`config.mk`:
```
export PLATFORM = sky130hd
export DESIGN_NAME = uart_rx
export DESIGN_NICKNAME = d
export VERILOG_FILES = /design/src/control/uart_rx.sv
export SDC_FILE = /design/constraint.sdc
export NUM_CORES = 1
export LEC_CHECK = 0
export ABC_CLOCK_PERIOD_IN_PS = 2400
export CAP_MARGIN = 10
export CELL_PAD_IN_SITES_DETAIL_PLACEMENT = 1
export CELL_PAD_IN_SITES_GLOBAL_PLACEMENT = 1
export CORE_UTILIZATION = 48
export CTS_BUF_LIST = sky130_fd_sc_hd__clkbuf_16
export DETAILED_ROUTE_END_ITERATION = 10
export DONT_BUFFER_PORTS = 1
export PLACE_DENSITY_LB_ADDON = 0.1
export SYNTH_ARGS = -nofsm -noshare
export SYNTH_HDL_FRONTEND = slang
export SYNTH_SLANG_ARGS = --single-unit
```
`constraint.sdc`:
```
create_clock -name clk_in -period 2.4 [get_ports clk_in]
set_clock_uncertainty 0.2 [all_clocks]
set_input_delay 0.24 -clock clk_in [delete_from_list [all_inputs] [get_ports clk_in]]
set_output_delay 0.24 -clock clk_in [all_outputs]
set_load 0.05 [all_outputs]
```
`src/control/uart_rx.sv`:
```
`timescale 1ns/10ps

module uart_rx #(
    parameter int ticks_per_bit = 9
) (
    input  logic       clk_in,
    input  logic       rst,
    input  logic       rx,
    output logic [7:0] rx_data,
    output logic       rx_valid
);
    localparam int TW = $clog2(ticks_per_bit + 1);

    logic          rx_meta;
    logic          rx_sync;
    logic          rx_prev;     // for falling edge of start bit
    logic          busy;
    logic [TW-1:0] tick_cnt;
    logic [3:0]    bit_cnt;     // 0 start, 1..8 data, 9 stop
    logic [7:0]    shift_reg;
    logic          sample;

    assign sample = busy && (tick_cnt == TW'(ticks_per_bit - 1));

    // two-flop synchronizer, line idles high
    always_ff @(posedge clk_in) begin
        if (rst) begin
            rx_meta <= 1'b1;
            rx_sync <= 1'b1;
            rx_prev <= 1'b1;
        end else begin
            rx_meta <= rx;
            rx_sync <= rx_meta;
            rx_prev <= rx_sync;
        end
    end

    always_ff @(posedge clk_in) begin
        if (rst) begin
            busy     <= 1'b0;
            tick_cnt <= '0;
            bit_cnt  <= '0;
            rx_valid <= 1'b0;
        end else begin
            rx_valid <= 1'b0;
            if (!busy) begin
                if (rx_prev && !rx_sync) begin
                    busy     <= 1'b1;
                    tick_cnt <= TW'(ticks_per_bit / 2);  // half bit, lands mid-period
                    bit_cnt  <= '0;
                end
            end else if (sample) begin
                tick_cnt <= '0;
                bit_cnt  <= bit_cnt + 1'b1;
                if (bit_cnt == 4'd0 && rx_sync) begin
                    busy <= 1'b0;  // glitch, not a real start bit
                end else if (bit_cnt == 4'd9) begin
                    busy     <= 1'b0;
                    rx_valid <= rx_sync;  // low stop bit drops the byte
                end
            end else begin
                tick_cnt <= tick_cnt + 1'b1;
            end
        end
    end

    always_ff @(posedge clk_in) begin
        if (sample && bit_cnt >= 4'd1 && bit_cnt <= 4'd8)
            shift_reg <= {rx_sync, shift_reg[7:1]};  // lsb first
        if (sample && bit_cnt == 4'd9 && rx_sync)
            rx_data <= shift_reg;
    end

endmodule

```
==> results of run 1 <==
-- worst register-to-register path: stages (launching register included) --
cell and delay (ns):
dfxtp_1 0.33, inv_1 0.11, ha_1 0.17, nand4b_2 0.34, a211oi_1 0.29, buf_4 0.22
-- path summary, 6_finish.rpt --
| kind | start | endpoint | slack, ns | cells after the start |
|---|---|---|---|---|
| min reg2reg | rx_meta$_SDFF_PP1_ | rx_sync$_SDFF_PP1_ | 0.21 | 1 |
| max reg2reg | tick_cnt[0]$_SDFFE_PP0P_ | shift_reg[0]$_DFFE_PP_ | 0.43 | 5 |
| min | rx_meta$_SDFF_PP1_ | rx_sync$_SDFF_PP1_ | 0.21 | 1 |
| max | tick_cnt[0]$_SDFFE_PP0P_ | shift_reg[0]$_DFFE_PP_ | 0.43 | 5 |
-- area by class of cell --
class / count / area, um^2 / share of cell area, %
Clock buffer: 5 / 125.1 / 9.653
Clock inverter: 3 / 13.76 / 1.062
Inverter: 7 / 26.28 / 2.027
Multi-Input combinational cell: 50 / 321.6 / 24.81
Sequential cell: 29 / 740.7 / 57.14
Tap cell: 27 / 33.78 / 2.606
Timing Repair Buffer: 4 / 35.03 / 2.703
-- cell usage in the layout, fill, tap and decap left out, drive strengths merged, types with 2 or more instances in the layout --
cell type,instances
edfxtp,16
dfxtp,13
inv,8
nand3,7
nand2,6
a21oi,6
ha,5
clkbuf,5
or2,4
o21ai,4
or3,4
nand2b,2
nor3,2
clkinv,2
dlygate4sd3,2
buf,2
-- per-stage QoR --
stage | worst slack [ns] | std cells
6_report | 0.4326 | 125
5_1_grt | 0.3672 | 125
4_1_cts | 0.4181 | 125
3_5_place_dp | 0.4746 | 115
3_3_place_gp | 0.5838 | 115
2_1_floorplan | 0.2811 | 88
-- metal layers --
layer  global-route usage [%]  routed length, um  vias to the layer above
met5                        0                  0                        -
met3                    6.790                 89                        6
met2                    37.16               1115                       19
met1                    25.60               1024                      355
li1                         -                  -                      333
met4                    15.24                 68                        0
-- cells by family after synthesis --
family / after synthesis / synth area share, %
AOI/OAI and AO/OA: 14 / 7.413
adders and majority gates: 5 / 5.701
DFF: 29 / 67.50
and+or+nand+nor: 31 / 16.19
buffers and inverters: 9 / 3.192
-- synth_stat cells --
cell | number | area, um^2
edfxtp_1 | 16 | 480.5
dfxtp_1 | 13 | 260.3
inv_1 | 7 | 26.28
nand3_1 | 7 | 35.03
a21oi_1 | 6 | 30.03
nand2_1 | 6 | 22.52
ha_1 | 5 | 62.56
o21ai_0 | 4 | 20.02
or2_2 | 4 | 25.02
or3_1 | 4 | 25.02
nand2b_1 | 2 | 12.51
nor3_1 | 2 | 10.01
a211oi_1 | 1 | 7.510
a221oi_1 | 1 | 8.760
a31oi_1 | 1 | 6.260
buf_2 | 1 | 5.000
clkbuf_1 | 1 | 3.750
nand4_1 | 1 | 6.260
nand4b_2 | 1 | 15.01
nor2_1 | 1 | 3.750
nor3b_1 | 1 | 7.510
nor4_1 | 1 | 6.260
o32ai_1 | 1 | 8.760
or3b_1 | 1 | 8.760
-- power groups by stage --
stage	Combinational, uW	Sequential, uW	Clock (uW)
floorplan	13.1	538	0
detailed placement	14.4	540	0
finish	20.8	531	575
global placement	13.4	539	0
CTS	20.8	531	586
global route	23.0	531	601
==> impl_metrics.toml, run 1 <==
[floorplan]
rows = 16
io_pins = 12
initial_core_util_pct = 53.22
die_h_um = 49.81
core_mm2 = 0.002062
die_x_um = 49.81
die-area_mm2 = 0.002481

[cts]
h-tree-depth = 2
cts_buffers = 5
cts_hold_buf = 2
root_buffer = "clkbuf_16"
clockBufferDepth = 2
post_cts_resized = 0
clkLatencyLatePin_ns = 0.27
cts_setup_buffers = 0
clk_pin_slew_ns = 0.05
clock-sinks = 29
cts_tree = "done"

[grt]
grt_antenna_before_repair = 0
grt_max_degree = 16
grt-ovfl-total = 0
grt_pass1_vias = 791
track_usage_pct = 22.83
grt_pass1_wl_um = 3864

[setup_path]
critPathKind = "register to register"
cp_cell_sequence = "inv_1 -> ha_1 -> nand4b_2 -> a211oi_1 -> buf_4"
critPathArrivalTime_ns = 1.74
worstSetupStartpointType = "register"
crit_family = "simple AND/OR/NAND/NOR gates"
critPathBufInv = 2
worstPathMaxFanout = 15
cpPeakStageDelay_ns = 0.34
end_kind = "register"
cp_slowest_cell = "nand4b_2"
required_ns = 2.17

[route]
drcViolationCount = 0
ant_nets = 0
first_pass_iters = 4
vias = 713
routedWlPerCell_um = 18.38
via_per_inst = 5.704
drt_iter0_drc = 13
drt-total-wl_um = 2297

[final_layout]
finalNetCount = 105
n_fill_cell = 200
stdcell_area_mm2 = 0.001296
diodes = 0
syn_to_final_growth_pct = 18.13
fin_util_pct = 62.86
drive_above_1_share_pct = 14.29

[power]
combPwrFrac_pct = 1.8
ir_worst_vdd_mv = 0.8520
clockPowerShare_pct = 51.0
p_total_uw = 1127
switching_power_uw = 218.8
sw_frac_of_total_pct = 19.41
p_per_area_mw_per_mm2 = 869.4
internal_power_uw = 908.2
p_seq_share_pct = 47.1
leakagePower_uw = 0.0004487

[timing]
fmax_mhz = 508.3
post-route-period-util_pct = 81.97
final_max_slew_viol_count = 0
hold_ws_ns = 0.2060
min_period_ns = 1.967
slew_headroom_pct = 68.56
finalHoldViolations = 0
setup_viol = 0
finalSetupTns_ns = 0
rsz0062_at_grt = "false"
worst_slew_pin_slew_ns = 0.4710

[synth]
syn_nets = 96
syn_inst = 88
ys_ff_latch = 29
ys_types = 24
synth.cell_area_mm2 = 0.001097
ys_warn_count = 0
ys_seq_area_share_pct = 67.50
avgSynthCellArea_um2 = 12.47

[outcome]
status = "finished clean"

[placed_design]
place_congestion = 0.6817
dp_hpwl_um = 1464
place_area_mm2 = 0.001137
io_buffers = 0

[worst_hold_path]
hold_path.class = "register to register"

[run]
cap_viol_max_count = 0
(Power assumes the default switching activity.)
==> inputs of run 2 (changes only) <==
Settings changed: ABC_CLOCK_PERIOD_IN_PS 2400 to 2050.
Clock period 2.4 ns to 2.05 ns, I/O delays scaled along.
==> impl_metrics.toml, run 2 (synthesis gave the netlist of run 1 again) <==
[placed_design]
dp_hpwl_um = 1370
place_ws_ns = 0.2218
place_congestion = 0.7203
dp.cells = 117
io_buffers = 0

[setup_path]
required_ns = 1.83
critPathKind = "register to register"
worstSetupStartpointType = "register"
cp_cell_sequence = "inv_1 -> ha_1 -> nand4b_2 -> nor3_2 -> buf_4"
critPathArrivalTime_ns = 1.69
worstReg2RegStart = "tick_cnt[0]$_SDFFE_PP0P_"
cpPeakStageDelay_ns = 0.34
cp_slowest_cell = "dfxtp_1"
end_kind = "register"
crit_family = "simple AND/OR/NAND/NOR gates"
worstPathMaxFanout = 13
ff2ff_setup_slack_ns = 0.13
crit_start = "tick_cnt[0]$_SDFFE_PP0P_"
critPathBufInv = 2

[final_layout]
layout_common_cells = "edfxtp_1, dfxtp_1, inv_1, nand3_1"
multi_input_comb_area_um2 = 331.6
finalNetCount = 107
final_cells = 127
final_common_cell = "edfxtp_1"
drive_above_1_share_pct = 17.00
syn_to_final_growth_pct = 20.30
diodes = 0
n_fill_cell = 209
regArea_um2 = 740.7

[floorplan]
rows = 16
die_h_um = 49.81
die_x_um = 49.81
initial_core_util_pct = 53.22
io_pins = 12
die-area_mm2 = 0.002481
core_mm2 = 0.002062

[timing]
fmax_mhz = 521.1
setup_viol = 0
post-route-period-util_pct = 93.61
min_period_ns = 1.919
hold_ws_ns = 0.2182
slew_headroom_pct = 68.25
finalSetupTns_ns = 0
worst_slew_pin_slew_ns = 0.4757
fin_ws_ns = 0.1311
rsz0062_at_grt = "false"
final_max_slew_viol_count = 0
finalHoldViolations = 0

[grt]
track_usage_pct = 21.47
grt_max_degree = 14
grt_pass1_vias = 730
grt-ovfl-total = 0
grt_antenna_before_repair = 0
grt_pass1_wl_um = 3608

[cts]
cts_buffers = 5
root_buffer = "clkbuf_16"
cts_tree = "done"
clock-sinks = 29
cts_setup_buffers = 0
h-tree-depth = 2
clockBufferDepth = 2
clk_pin_slew_ns = 0.05
clkLatencyLatePin_ns = 0.27

[worst_hold_path]
hold_start = "rx_meta$_SDFF_PP1_"
hold_path.class = "register to register"

[run]
cap_viol_max_count = 0

[route]
via_per_inst = 5.693
vias = 723
routedWlPerCell_um = 17.85
ant_nets = 0
first_pass_iters = 4
drt-total-wl_um = 2267
drt_iter0_drc = 26
drcViolationCount = 0

[power]
internal_power_uw = 1062
switching_power_uw = 249.2
ir_worst_vdd_mv = 0.8609
combPwrFrac_pct = 2.0
clockPowerShare_pct = 50.7
leakagePower_uw = 0.0004523
p_per_area_mw_per_mm2 = 993.6
sw_frac_of_total_pct = 19.00
p_seq_share_pct = 47.3

[outcome]
status = "finished clean"
-- run 2: cell count changes in the layout (fill, tap and decap cells not counted), sizes merged --
cell    change
inv         -1
clkinv      +1
buf         +2
-- run 2: timing repair --
action                                  4_1_cts  5_1_grt
resized for setup                             0        0
hold buffers                                  2        0
endpoints found under the setup margin        0        0
hold endpoints to repair                     13        0
-- run 2: layout make-up --
cell class,instances,area share (%)
Tap cell,27,2.559
Clock buffer,5,9.479
Multi-Input combinational cell,50,25.12
Clock inverter,3,0.9479
Inverter,7,1.991
Timing Repair Buffer,6,3.791
Sequential cell,29,56.11
-- run 2: path summary, 6_finish.rpt --
path                          endpoint  depth (start not counted)
setup / recovery  rx_data[4]$_DFFE_PP_                          5
hold / removal      rx_sync$_SDFF_PP1_                          1
setup reg to reg  rx_data[4]$_DFFE_PP_                          5
hold reg to reg     rx_sync$_SDFF_PP1_                          1
-- run 2: metrics by stage --
step           area (um^2)  utilization (%)  total power, uW
2_1_floorplan         1107                -            645.3
5_1_grt               1320            64.02             1353
4_1_cts               1320            64.02             1322
3_3_place_gp          1162            56.37            649.0
3_5_place_dp          1162            56.37            649.7
6_report              1320            64.02             1312
-- run 2: power by group through the flow --
stage          registers (uW)  clock network, uW  logic [uW]
2_1_floorplan             630                  0        15.4
6_report                  620                665        26.3
3_5_place_dp              631                  0        19.2
4_1_cts                   620                675        26.1
3_3_place_gp              630                  0        18.7
5_1_grt                   620                704        28.9
-- run 2: per-layer routing --
layer  routed length (um)  global-route usage (%)  vias up  part of all wire, %
met5                    0                       0        -                    0
met4                   55                   11.90        0                  2.4
met1                 1077                   25.51      361                   48
met2                 1057                   31.98       16                   47
met3                   77                   9.877        6                  3.4
li1                     -                       -      340                    -
==> inputs of run 3 (changes only) <==
Settings changed: CORE_MARGIN from default to 4.
==> impl_metrics.toml, run 3 (synthesis gave the netlist of run 1 again) <==
[setup_path]
end_kind = "register"
worstPathMaxFanout = 13
r2r_end = "rx_data[4]$_DFFE_PP_"
ff2ff_setup_slack_ns = 0.20
worstRegToRegCells = 5
critPathKind = "register to register"
worstSetupStartpointType = "register"
worstReg2RegStart = "tick_cnt[0]$_SDFFE_PP0P_"
required_ns = 1.82
critPathArrivalTime_ns = 1.63

[floorplan]
initial_core_util_pct = 50.09
rows = 17
die_x_um = 55.81
io_pins = 12
die_h_um = 55.81
die-area_mm2 = 0.003115
core_mm2 = 0.002191

[final_layout]
finalNetCount = 107
diodes = 0
regArea_um2 = 740.7
final_cells = 127
n_fill_cell = 222
syn_to_final_growth_pct = 19.95
fin_util_pct = 60.08
drive_above_1_share_pct = 16.16
final_common_cell = "edfxtp_1"
multi_input_comb_area_um2 = 331.6
layout_common_cells = "edfxtp_1, dfxtp_1, inv_1"

[route]
vias = 685
first_pass_iters = 4
drt-total-wl_um = 2132
via_per_inst = 5.394
ant_nets = 0
drt_iter0_drc = 15
drcViolationCount = 0
routedWlPerCell_um = 16.79

[timing]
slew_headroom_pct = 68.00
finalSetupTns_ns = 0
finalHoldViolations = 0
final_max_slew_viol_count = 0
fmax_mhz = 539.8
rsz0062_at_grt = "false"
worst_slew_pin_slew_ns = 0.4794
post-route-period-util_pct = 90.37
setup_viol = 0
min_period_ns = 1.853

[grt]
grt_pass1_wl_um = 3553
grt-ovfl-total = 0
grt_pass1_vias = 701
track_usage_pct = 15.78
grt_antenna_before_repair = 0
grt_max_degree = 14

[worst_hold_path]
hold_path.class = "register to register"
hold_start = "rx_meta$_SDFF_PP1_"
holdPathEnd = "rx_sync$_SDFF_PP1_"
hold_depth = 1

[cts]
cts_setup_buffers = 0
h-tree-depth = 2
cts_tree = "done"
clockBufferDepth = 2
clkLatencyLatePin_ns = 0.27
clock-sinks = 29
cts_buffers = 5
clk_pin_slew_ns = 0.05
root_buffer = "clkbuf_16"

[placed_design]
io_buffers = 0
dp_hpwl_um = 1415
dp.cells = 118
place_congestion = 0.7105

[power]
p_per_area_mw_per_mm2 = 984.9
leakagePower_uw = 0.0004522
ir_worst_vdd_mv = 0.8047

[run]
cap_viol_max_count = 0

[outcome]
status = "finished clean"
run 3: cell count changes in the layout (fill, tap and decap cells not counted):
cell      previous run  this run
clkinv_1             2         1
clkinv_2             1         0
inv_1                7         8
run 3: area by class of cell:
class	count	area share, %
Clock buffer	5	9.506
Clock inverter	2	0.5703
Inverter	7	1.996
Multi-Input combinational cell	50	25.19
Sequential cell	29	56.27
Tap cell	28	2.662
Timing Repair Buffer	6	3.802
run 3: how the worst max path moves through the flow:
| stage | start | to | cells after the start |
|---|---|---|---|
| floorplan | tick_cnt[0]$_SDFFE_PP0P_ | shift_reg[0]$_DFFE_PP_ | 5 |
| global placement | tick_cnt[0]$_SDFFE_PP0P_ | shift_reg[7]$_DFFE_PP_ | 5 |
| detailed placement | tick_cnt[0]$_SDFFE_PP0P_ | rx_data[5]$_DFFE_PP_ | 5 |
| CTS | tick_cnt[0]$_SDFFE_PP0P_ | rx_data[5]$_DFFE_PP_ | 5 |
| global route | tick_cnt[0]$_SDFFE_PP0P_ | rx_data[5]$_DFFE_PP_ | 5 |
| finish | tick_cnt[0]$_SDFFE_PP0P_ | rx_data[4]$_DFFE_PP_ | 5 |
run 3: repair_timing:
item | CTS | global route
hold buffers | 2 | 0
endpoints found under the hold margin | 13 | 0
gates resized for setup | 0 | 0
run 3: where the power goes:
| group | internal [uW] | total (uW) | switching, uW | leakage, uW |
|---|---|---|---|---|
| clock network | 431 | 650 | 219 | 0.0000685 |
| logic | 11.5 | 26.1 | 14.6 | 0.000134 |
| registers | 615 | 620 | 5.10 | 0.000249 |
| total | 1060 | 1300 | 239 | 0.000452 |
run 3: metal layers:
layer	part of all wire [%]	routed length [um]	track usage [%]
met1	46	978	18.13
met2	50	1068	24.83
met3	3.1	67	8.353
met4	0.80	17	6.102
met5	0	0	0
run 3: critical path: stages (launching register included):
cell,delay (ns)
dfxtp_1,0.33
inv_1,0.10
ha_1,0.16
nand4b_2,0.31
nor3_2,0.26
buf_4,0.20
run 3: through the flow:
| step | setup WS, ns | hold slack [ns] | power (uW) | cell area [um^2] |
|---|---|---|---|---|
| floorplan | 0.2066 | 0.1088 | 645.3 | 1107 |
| global placement | 0.2798 | 0.07634 | 649.0 | 1164 |
| detailed placement | 0.2012 | 0.07830 | 650.0 | 1164 |
| CTS | 0.1714 | 0.2079 | 1310 | 1316 |
| global route | 0.08419 | 0.2279 | 1345 | 1316 |
| finish | 0.1973 | 0.2049 | 1296 | 1316 |
